### src/common/emu_pkg.sv
`default_nettype none

package emu_pkg;

    // Register bus
    localparam int DATA_W = 32;
    localparam int ADDR_W = 12;

    // Scan datapath
    localparam int WORD_W          = 64;
    localparam int CHAIN_FF_WORDS  = 4;
    localparam int CHAIN_MEM_WORDS = 3;
    localparam int RAM_WAIT_CYCLES = 2;
    localparam int BYTES_W         = 20;

    // Run control
    localparam int CYCLE_W = 64;

    // Sequencer counter covers the longest phase
    localparam int CNT_W = $clog2(CHAIN_FF_WORDS + CHAIN_MEM_WORDS + RAM_WAIT_CYCLES);

    typedef enum logic [ADDR_W-1:0] {
        REG_STAT      = 12'h000,
        REG_CYCLE_LO  = 12'h008,
        REG_CYCLE_HI  = 12'h00C,
        REG_STEP      = 12'h010,
        REG_SCAN_STAT = 12'h01C,
        REG_SCAN_CTRL = 12'h020
    } csr_addr_e;

    typedef enum logic [1:0] {
        PH_IDLE,
        PH_FF,
        PH_RAM_WAIT,
        PH_RAM
    } scan_phase_e;

    typedef struct packed {
        logic              en;
        csr_addr_e         addr;
        logic [DATA_W-1:0] data;
    } reg_wr_t;

    typedef struct packed {
        logic               halt;
        logic               dut_reset;
        logic [CYCLE_W-1:0] cycle;
        logic [DATA_W-1:0]  step;
    } run_stat_t;

    // dir set means scan-in
    typedef struct packed {
        logic               running;
        logic               dir;
        logic               start;
        logic [BYTES_W-1:0] bytes;
    } scan_stat_t;

endpackage

`default_nettype wire

### src/csr/emu_axil_regs.sv
`timescale 1ns/1ps
`default_nettype none

module emu_axil_regs import emu_pkg::*; (
    input  logic                clk,
    input  logic                rst,
    input  logic                awvalid,
    output logic                awready,
    input  logic [ADDR_W-1:0]   awaddr,
    input  logic                wvalid,
    output logic                wready,
    input  logic [DATA_W-1:0]   wdata,
    input  logic [DATA_W/8-1:0] wstrb,
    output logic                bvalid,
    input  logic                bready,
    output logic [1:0]          bresp,
    input  logic                arvalid,
    output logic                arready,
    input  logic [ADDR_W-1:0]   araddr,
    output logic                rvalid,
    input  logic                rready,
    output logic [DATA_W-1:0]   rdata,
    output logic [1:0]          rresp,
    input  run_stat_t           run_stat,
    input  scan_stat_t          scan_stat,
    output reg_wr_t             reg_wr
);

    logic [ADDR_W-1:0] aw_addr;
    logic [DATA_W-1:0] w_data;
    logic              aw_full;
    logic              w_full;
    logic              w_err;
    logic              b_err;
    logic              wr_fire;
    logic [ADDR_W-1:0] ar_addr;
    logic              ar_full;
    logic [DATA_W-1:0] rd_mux;

    // Address and data both held, previous response already taken
    assign wr_fire = aw_full && w_full && !bvalid;

    always_ff @(posedge clk) begin
        if (rst) begin
            aw_full <= 1'b0;
            w_full  <= 1'b0;
            w_err   <= 1'b0;
            b_err   <= 1'b0;
            bvalid  <= 1'b0;
        end else begin
            if (awvalid && awready) begin
                aw_full <= 1'b1;
            end
            if (wvalid && wready) begin
                w_full <= 1'b1;
                w_err  <= (wstrb != '1);
            end
            if (wr_fire) begin
                aw_full <= 1'b0;
                w_full  <= 1'b0;
                b_err   <= w_err;
                bvalid  <= 1'b1;
            end else if (bvalid && bready) begin
                bvalid <= 1'b0;
            end
        end
    end

    always_ff @(posedge clk) begin
        if (awvalid && awready) begin
            aw_addr <= awaddr;
        end
        if (wvalid && wready) begin
            w_data <= wdata;
        end
    end

    assign awready = !aw_full;
    assign wready  = !w_full;
    assign bresp   = b_err ? 2'b10 : 2'b00;

    // Partial strobes complete the handshake but write nothing
    always_comb begin
        reg_wr.en   = wr_fire && !w_err;
        reg_wr.addr = csr_addr_e'(aw_addr);
        reg_wr.data = w_data;
    end

    always_comb begin
        rd_mux = '0;
        case (csr_addr_e'(ar_addr))
            REG_STAT:      rd_mux = {{(DATA_W-2){1'b0}}, run_stat.dut_reset, run_stat.halt};
            REG_CYCLE_LO:  rd_mux = run_stat.cycle[DATA_W-1:0];
            REG_CYCLE_HI:  rd_mux = run_stat.cycle[CYCLE_W-1:DATA_W];
            REG_STEP:      rd_mux = run_stat.step;
            REG_SCAN_STAT: rd_mux = {scan_stat.bytes, {(DATA_W-BYTES_W-1){1'b0}},
                                     scan_stat.running};
            REG_SCAN_CTRL: rd_mux = {{(DATA_W-2){1'b0}}, scan_stat.dir, scan_stat.start};
            default:       rd_mux = '0;
        endcase
    end

    // Address latched on the handshake, data one edge later
    always_ff @(posedge clk) begin
        if (rst) begin
            ar_full <= 1'b0;
            rvalid  <= 1'b0;
        end else begin
            if (arvalid && arready) begin
                ar_full <= 1'b1;
            end
            if (ar_full && !rvalid) begin
                rvalid <= 1'b1;
            end
            if (rvalid && rready) begin
                ar_full <= 1'b0;
                rvalid  <= 1'b0;
            end
        end
    end

    always_ff @(posedge clk) begin
        if (arvalid && arready) begin
            ar_addr <= araddr;
        end
        if (ar_full && !rvalid) begin
            rdata <= rd_mux;
        end
    end

    assign arready = !ar_full;
    assign rresp   = 2'b00;

endmodule

`default_nettype wire

### src/rtl/emu_run_ctrl.sv
`timescale 1ns/1ps
`default_nettype none

module emu_run_ctrl import emu_pkg::*; (
    input  logic      clk,
    input  logic      rst,
    input  reg_wr_t   reg_wr,
    input  logic      dut_trig,
    output run_stat_t run_stat,
    output logic      dut_halt,
    output logic      dut_reset
);

    logic [CYCLE_W-1:0] cycle;
    logic [DATA_W-1:0]  step;
    logic               step_end;

    // Last running cycle of a step count
    assign step_end = !dut_halt && (step == DATA_W'(1));

    always_ff @(posedge clk) begin
        if (rst) begin
            dut_halt  <= 1'b1;
            dut_reset <= 1'b1;
        end else begin
            if (reg_wr.en && reg_wr.addr == REG_STAT) begin
                dut_halt  <= reg_wr.data[0];
                dut_reset <= reg_wr.data[1];
            end
            // Trigger and step end override a halt release
            if (dut_trig || step_end) begin
                dut_halt <= 1'b1;
            end
        end
    end

    // Halves are writable only while halted
    always_ff @(posedge clk) begin
        if (rst) begin
            cycle <= '0;
        end else if (!dut_halt) begin
            cycle <= cycle + 1'b1;
        end else begin
            if (reg_wr.en && reg_wr.addr == REG_CYCLE_LO) begin
                cycle[DATA_W-1:0] <= reg_wr.data;
            end
            if (reg_wr.en && reg_wr.addr == REG_CYCLE_HI) begin
                cycle[CYCLE_W-1:DATA_W] <= reg_wr.data;
            end
        end
    end

    always_ff @(posedge clk) begin
        if (rst) begin
            step <= '0;
        end else if (reg_wr.en && reg_wr.addr == REG_STEP) begin
            step <= reg_wr.data;
        end else if (!dut_halt && step != '0) begin
            step <= step - 1'b1;
        end
    end

    always_comb begin
        run_stat.halt      = dut_halt;
        run_stat.dut_reset = dut_reset;
        run_stat.cycle     = cycle;
        run_stat.step      = step;
    end

endmodule

`default_nettype wire

### src/rtl/emu_scan_ctrl.sv
`timescale 1ns/1ps
`default_nettype none

module emu_scan_ctrl import emu_pkg::*; (
    input  logic              clk,
    input  logic              rst,
    input  reg_wr_t           reg_wr,
    input  logic              so_ready,
    input  logic              si_valid,
    input  logic [WORD_W-1:0] si_data,
    input  logic [WORD_W-1:0] ff_sdo,
    input  logic [WORD_W-1:0] ram_sdo,
    output scan_stat_t        scan_stat,
    output logic              so_valid,
    output logic              so_last,
    output logic [WORD_W-1:0] so_data,
    output logic              si_ready,
    output logic              dut_clk_en,
    output logic              ff_scan,
    output logic [WORD_W-1:0] ff_sdi,
    output logic              ram_scan,
    output logic              ram_dir,
    output logic [WORD_W-1:0] ram_sdi
);

    scan_phase_e        phase;
    logic               running;
    logic               dir;
    logic               start;
    logic [CNT_W-1:0]   cnt;
    logic [BYTES_W-1:0] bytes;
    logic               start_wr;
    logic               stall;
    logic               adv;
    logic               word_ph;
    logic               cnt_end;

    // A new request is ignored while a scan is in flight
    assign start_wr = reg_wr.en && reg_wr.addr == REG_SCAN_CTRL && !running;

    // Stream side not ready, so DUT and sequencer hold
    assign stall      = running && (dir ? !si_valid : !so_ready);
    assign dut_clk_en = !stall;
    assign adv        = running && !stall;

    assign word_ph = (phase == PH_FF) || (phase == PH_RAM);

    always_comb begin
        case (phase)
            PH_FF:       cnt_end = (cnt == CNT_W'(CHAIN_FF_WORDS - 1));
            PH_RAM_WAIT: cnt_end = (cnt == CNT_W'(RAM_WAIT_CYCLES - 1));
            PH_RAM:      cnt_end = (cnt == CNT_W'(CHAIN_MEM_WORDS - 1));
            default:     cnt_end = 1'b0;
        endcase
    end

    always_ff @(posedge clk) begin
        if (rst) begin
            phase   <= PH_IDLE;
            running <= 1'b0;
            dir     <= 1'b0;
            start   <= 1'b0;
            cnt     <= '0;
            bytes   <= '0;
        end else begin
            start <= 1'b0;
            if (start_wr) begin
                dir     <= reg_wr.data[1];
                start   <= reg_wr.data[0];
                running <= reg_wr.data[0];
                if (reg_wr.data[0]) begin
                    phase <= PH_FF;
                    bytes <= '0;
                end
            end else if (adv) begin
                if (word_ph) begin
                    bytes <= bytes + BYTES_W'(WORD_W / 8);
                end
                if (cnt_end) begin
                    cnt <= '0;
                    case (phase)
                        // Scan-in goes straight to the memory chain
                        PH_FF:       phase <= dir ? PH_RAM : PH_RAM_WAIT;
                        PH_RAM_WAIT: phase <= PH_RAM;
                        default: begin
                            phase   <= PH_IDLE;
                            running <= 1'b0;
                        end
                    endcase
                end else begin
                    cnt <= cnt + 1'b1;
                end
            end
        end
    end

    assign so_valid = !dir && word_ph;
    assign so_last  = !dir && (phase == PH_RAM) && cnt_end;
    assign si_ready = dir && word_ph;

    assign ff_scan  = (phase == PH_FF);
    assign ram_scan = (phase == PH_RAM);
    assign ram_dir  = dir;

    // Scan-out recirculates the chain so its contents survive
    assign ff_sdi  = dir ? si_data : ff_sdo;
    assign ram_sdi = si_data;
    assign so_data = (phase == PH_RAM) ? ram_sdo : ff_sdo;

    always_comb begin
        scan_stat.running = running;
        scan_stat.dir     = dir;
        scan_stat.start   = start;
        scan_stat.bytes   = bytes;
    end

endmodule

`default_nettype wire

### src/rtl/emu_system.sv
`timescale 1ns/1ps
`default_nettype none

module emu_system import emu_pkg::*; (
    input  logic                clk,
    input  logic                rst,
    input  logic                awvalid,
    output logic                awready,
    input  logic [ADDR_W-1:0]   awaddr,
    input  logic                wvalid,
    output logic                wready,
    input  logic [DATA_W-1:0]   wdata,
    input  logic [DATA_W/8-1:0] wstrb,
    output logic                bvalid,
    input  logic                bready,
    output logic [1:0]          bresp,
    input  logic                arvalid,
    output logic                arready,
    input  logic [ADDR_W-1:0]   araddr,
    output logic                rvalid,
    input  logic                rready,
    output logic [DATA_W-1:0]   rdata,
    output logic [1:0]          rresp,
    output logic [WORD_W-1:0]   so_data,
    output logic                so_valid,
    input  logic                so_ready,
    output logic                so_last,
    input  logic [WORD_W-1:0]   si_data,
    input  logic                si_valid,
    output logic                si_ready,
    output logic                dut_clk_en,
    output logic                dut_halt,
    output logic                dut_reset,
    input  logic                dut_trig,
    output logic                ff_scan,
    output logic [WORD_W-1:0]   ff_sdi,
    input  logic [WORD_W-1:0]   ff_sdo,
    output logic                ram_scan,
    output logic                ram_dir,
    output logic [WORD_W-1:0]   ram_sdi,
    input  logic [WORD_W-1:0]   ram_sdo
);

    reg_wr_t    reg_wr;
    run_stat_t  run_stat;
    scan_stat_t scan_stat;

    emu_axil_regs u_regs (
        .clk       (clk),
        .rst       (rst),
        .awvalid   (awvalid),
        .awready   (awready),
        .awaddr    (awaddr),
        .wvalid    (wvalid),
        .wready    (wready),
        .wdata     (wdata),
        .wstrb     (wstrb),
        .bvalid    (bvalid),
        .bready    (bready),
        .bresp     (bresp),
        .arvalid   (arvalid),
        .arready   (arready),
        .araddr    (araddr),
        .rvalid    (rvalid),
        .rready    (rready),
        .rdata     (rdata),
        .rresp     (rresp),
        .run_stat  (run_stat),
        .scan_stat (scan_stat),
        .reg_wr    (reg_wr)
    );

    emu_run_ctrl u_run (
        .clk       (clk),
        .rst       (rst),
        .reg_wr    (reg_wr),
        .dut_trig  (dut_trig),
        .run_stat  (run_stat),
        .dut_halt  (dut_halt),
        .dut_reset (dut_reset)
    );

    emu_scan_ctrl u_scan (
        .clk        (clk),
        .rst        (rst),
        .reg_wr     (reg_wr),
        .so_ready   (so_ready),
        .si_valid   (si_valid),
        .si_data    (si_data),
        .ff_sdo     (ff_sdo),
        .ram_sdo    (ram_sdo),
        .scan_stat  (scan_stat),
        .so_valid   (so_valid),
        .so_last    (so_last),
        .so_data    (so_data),
        .si_ready   (si_ready),
        .dut_clk_en (dut_clk_en),
        .ff_scan    (ff_scan),
        .ff_sdi     (ff_sdi),
        .ram_scan   (ram_scan),
        .ram_dir    (ram_dir),
        .ram_sdi    (ram_sdi)
    );

endmodule

`default_nettype wire

### config.mk
export PLATFORM = sky130hd
export DESIGN_NAME = emu_system
export DESIGN_NICKNAME = d
export VERILOG_FILES = /design/src/common/emu_pkg.sv /design/src/csr/emu_axil_regs.sv /design/src/rtl/emu_run_ctrl.sv /design/src/rtl/emu_scan_ctrl.sv /design/src/rtl/emu_system.sv
export SDC_FILE = /design/constraint.sdc
export NUM_CORES = 1
export LEC_CHECK = 0
export BUFFER_PORTS_ARGS = -buffer_cell sky130_fd_sc_hd__buf_4
export CAP_MARGIN = 20
export CORE_AREA = 2 2 196 198
export DETAILED_ROUTE_END_ITERATION = 7
export DIE_AREA = 0 0 198 200
export SYNTH_ARGS = -nofsm -noshare
export SYNTH_HDL_FRONTEND = slang
export SYNTH_SLANG_ARGS = --single-unit
### constraint.sdc
create_clock -name clk -period 2.7 [get_ports clk]
set_input_delay 0.27 -clock clk [delete_from_list [all_inputs] [get_ports clk]]
set_output_delay 0.27 -clock clk [all_outputs]
set_load 0.05 [all_outputs]
==> metrics.csv <==
stage,metric,value,unit
floorplanning,die_w,198,um
route,drt_iter0_drc,1554,
timing,fin_tns_setup,0,ns
pwr,ir_drop,0.384,mV
final_layout,final_cell_mix,"buf_4 (556), nor2_1 (130), mux2_2 (129)",
critical_path,slowest_delay,0.74,ns
run_status,outcome,completed,
global_routing,grt_pass1_wl,93.2,mm
logic_synthesis,seq_area_frac_synth,0.405,
timing,final-hold-violation-count,0,
critical_path,cpMostUsedCell,a31oi_1,
run,maxCapViolations,0,
cts,clk_latency,0.54,ns
final_layout,layout_commonest_cell,buf_4,
floorplanning,core,37400,um^2
critical_path,path_max_fanout,11,
logic_synthesis,synth_ff_type,dfxtp_1,
logic_synthesis,synth_seq_cells,219,
route,drt_first_pass_iters,8,
final_layout,fillers,3530,
critical_path,cp_slowest_cell,or4_1,
pwr,p_leak,7.46,nW
global_routing,grt_pass1_vias,12800,
cts,clk_pin_slew_worst_paths,0.06,ns
final_layout,multiInputGateArea,6810,um^2
route,dr_total_vias,13600,
final_layout,areaGrowthSynthToFinish,43.3,%
logic_synthesis,syn-instance-count,1392,
timing,setup_viol,0,
floorplanning,boundaryPins,504,
global_routing,antenna_found_initial,14,
critical_path,critPathTopFamily,simple AND/OR/NAND/NOR gates,
final_layout,drive_gt1_frac,0.396,
cts,cts_buffers,26,
timing,clock_skew,0.0149,ns
floorplanning,die_h,200,um
critical_path,arrival,2.97,ns
timing,period_needed,2.56,ns
placement,port_buffers,500,
route,drt_wl_total,67.8,mm
route,vias_per_cell,5.64,
timing,worst_hold_slack,0.0281,ns
cts,cts_tree,done,
global_routing,grt_max_degree,91,
floorplanning,num_rows,71,
logic_synthesis,synthArstFlopShare,0,
logic_synthesis,synth_edf_count,88,
floorplanning,dieArea,39600,um^2
logic_synthesis,syn_area,13000,um^2
logic_synthesis,yosysUniqueCellTypes,68,
critical_path,cp-start-kind,flop,
critical_path,worstPathBufferInverterCount,1,
global_routing,track_usage,0.328,
critical_path,critPathKind,reg2reg,
timing,fmax,390,MHz
hold_path,hold_path.class,in2reg,
route,drcViolationCount,0,
final_layout,nets,2159,
logic_synthesis,yosysWarningCount,0,
placement,dp_hpwl,55.0,mm
route,routedWlPerCell,28.0,um
floorplanning,start_util,0.347,
placement,gp_congestion,0.989,
cts,clk_path_buf_depth,3,
final_layout,seq_area,5270,um^2
timing,slew_viol_final,0,
timing,rsz0062_at_grt,no,
timing,fin_crit_sh,0.949,
timing,timing.slew.headroom,0.430,
cts,clockRootBuffer,clkbuf_16,
route,drtAntennaViolNets,0,
critical_path,crit_chain,nand4_2 > or4_1 > nor4_1 > buf_4 > a31oi_1 > o21ai_0 > a31oi_1,
cts,h-tree-depth,1,
cts,cts.sink_count,219,
global_routing,grt.overflow.total,0,
pwr,powerDensity,482,nW/um^2
timing,worstMarginPinSlew,0.851,ns
logic_synthesis,syn_area_per_cell,9.33,um^2
cts,cts_setup_buffers,0,
critical_path,crit_path_end_kind,flop,
critical_path,required,3.10,ns
[power breakdown]
part / switching, mW / total [mW] / internal, mW
logic: 1.13 / 1.76 / 0.633
clock network: 1.47 / 3.58 / 2.11
registers: 0.0902 / 3.63 / 3.54
[worst paths after layout]
check,from,slack (ns),endpoint,cells past startpoint
worst min register to register,u_regs.w_err,0.48,u_regs.b_err,2
worst min-delay path,rready,0.03,u_regs.ar_full,3
worst max register to register,u_run.cycle[9],0.14,u_run.cycle[32],7
worst max-delay path,u_run.cycle[9],0.14,u_run.cycle[32],7
[metal layers]
layer / global-route usage / wire length, um / vias to the layer above
met4: 0.111 / 2250 / 6
met1: 0.432 / 28100 / 6708
li1: - / - / 6150
met2: 0.544 / 31600 / 691
met3: 0.0610 / 5840 / 94
met5: 0 / 34 / -
[synth_stat cells (10+ instances only)]
master,count,area (um^2)
edfxtp_1,88,2640
buf_2,10,50.1
xnor2_1,36,315
a211oi_1,32,240
nor3_1,38,190
nand3_1,54,270
mux2i_1,20,200
xor2_1,30,263
a311oi_1,22,193
dfxtp_1,131,2620
nand2_1,106,398
nor2_1,131,492
inv_1,27,101
mux2_2,129,1450
ha_1,10,125
buf_4,69,518
a222oi_1,32,320
or3_1,15,93.8
nor4_1,32,200
o21ai_0,31,155
and3_1,23,144
a31oi_1,18,113
a21oi_1,57,285
nand4_1,27,169
nor2b_1,10,62.6
clkbuf_1,73,274
o21ai_1,12,60.1
[final cells by class]
cell class	instances	share of cell area
antenna	4	0.000538
inverter	27	0.00544
timing repair buffer	625	0.265
sequential	219	0.283
multi-input combinational	988	0.366
clock inverter	15	0.00833
clock buffer	33	0.0375
tap	511	0.0343
[registers in the layout (all words and copies together) (netlist names), 2 cells and up]
register / count
u_run.step: 32
u_scan.phase: 2
u_scan.bytes: 17
u_run.cycle: 64
u_regs.ar_addr: 12
u_regs.w_data: 32
u_regs.rdata: 32
u_regs.aw_addr: 12
u_scan.cnt: 4
[worst min-delay path, stage by stage]
cell and delay, ns:
buf_4 0.08, a21oi_1 0.07, o21a_1 0.10
[stage by stage]
stage / power, mW / std cells / setup WS, ns / instance area [um^2] / util
finish: 8.97 / 2422 / 0.136 / 18600 / 0.498
global route: 9.22 / 2420 / 0.0307 / 18600 / 0.498
CTS: 9.02 / 2418 / 0.0428 / 18600 / 0.498
detailed placement: 5.37 / 2309 / 0.248 / 17100 / 0.458
global placement: 5.38 / 2309 / 0.301 / 17100 / 0.458
floorplan: 4.59 / 1394 / 0.140 / 13000 / -
[cell families (layout without fill, tap and decap cells)]
family	Yosys count	count (layout)	share of synthesized area
other	1	7	0.000289
buffers and inverters	187	700	0.0749
AO/OA/AOI/OAI	261	261	0.141
flip-flops	219	219	0.405
multiplexers	149	149	0.127
adder cells (fa/ha/maj)	10	10	0.00963
AND/OR/NAND/NOR	499	499	0.198
XOR/XNOR	66	66	0.0445
[timing repair]
item	CTS	global route
endpoints found under the setup margin	1	1
resized for setup	2	1
hold buffers	61	0
hold endpoints to repair	61	0
pin swaps	0	0
Power figures use the tool's default switching activity.
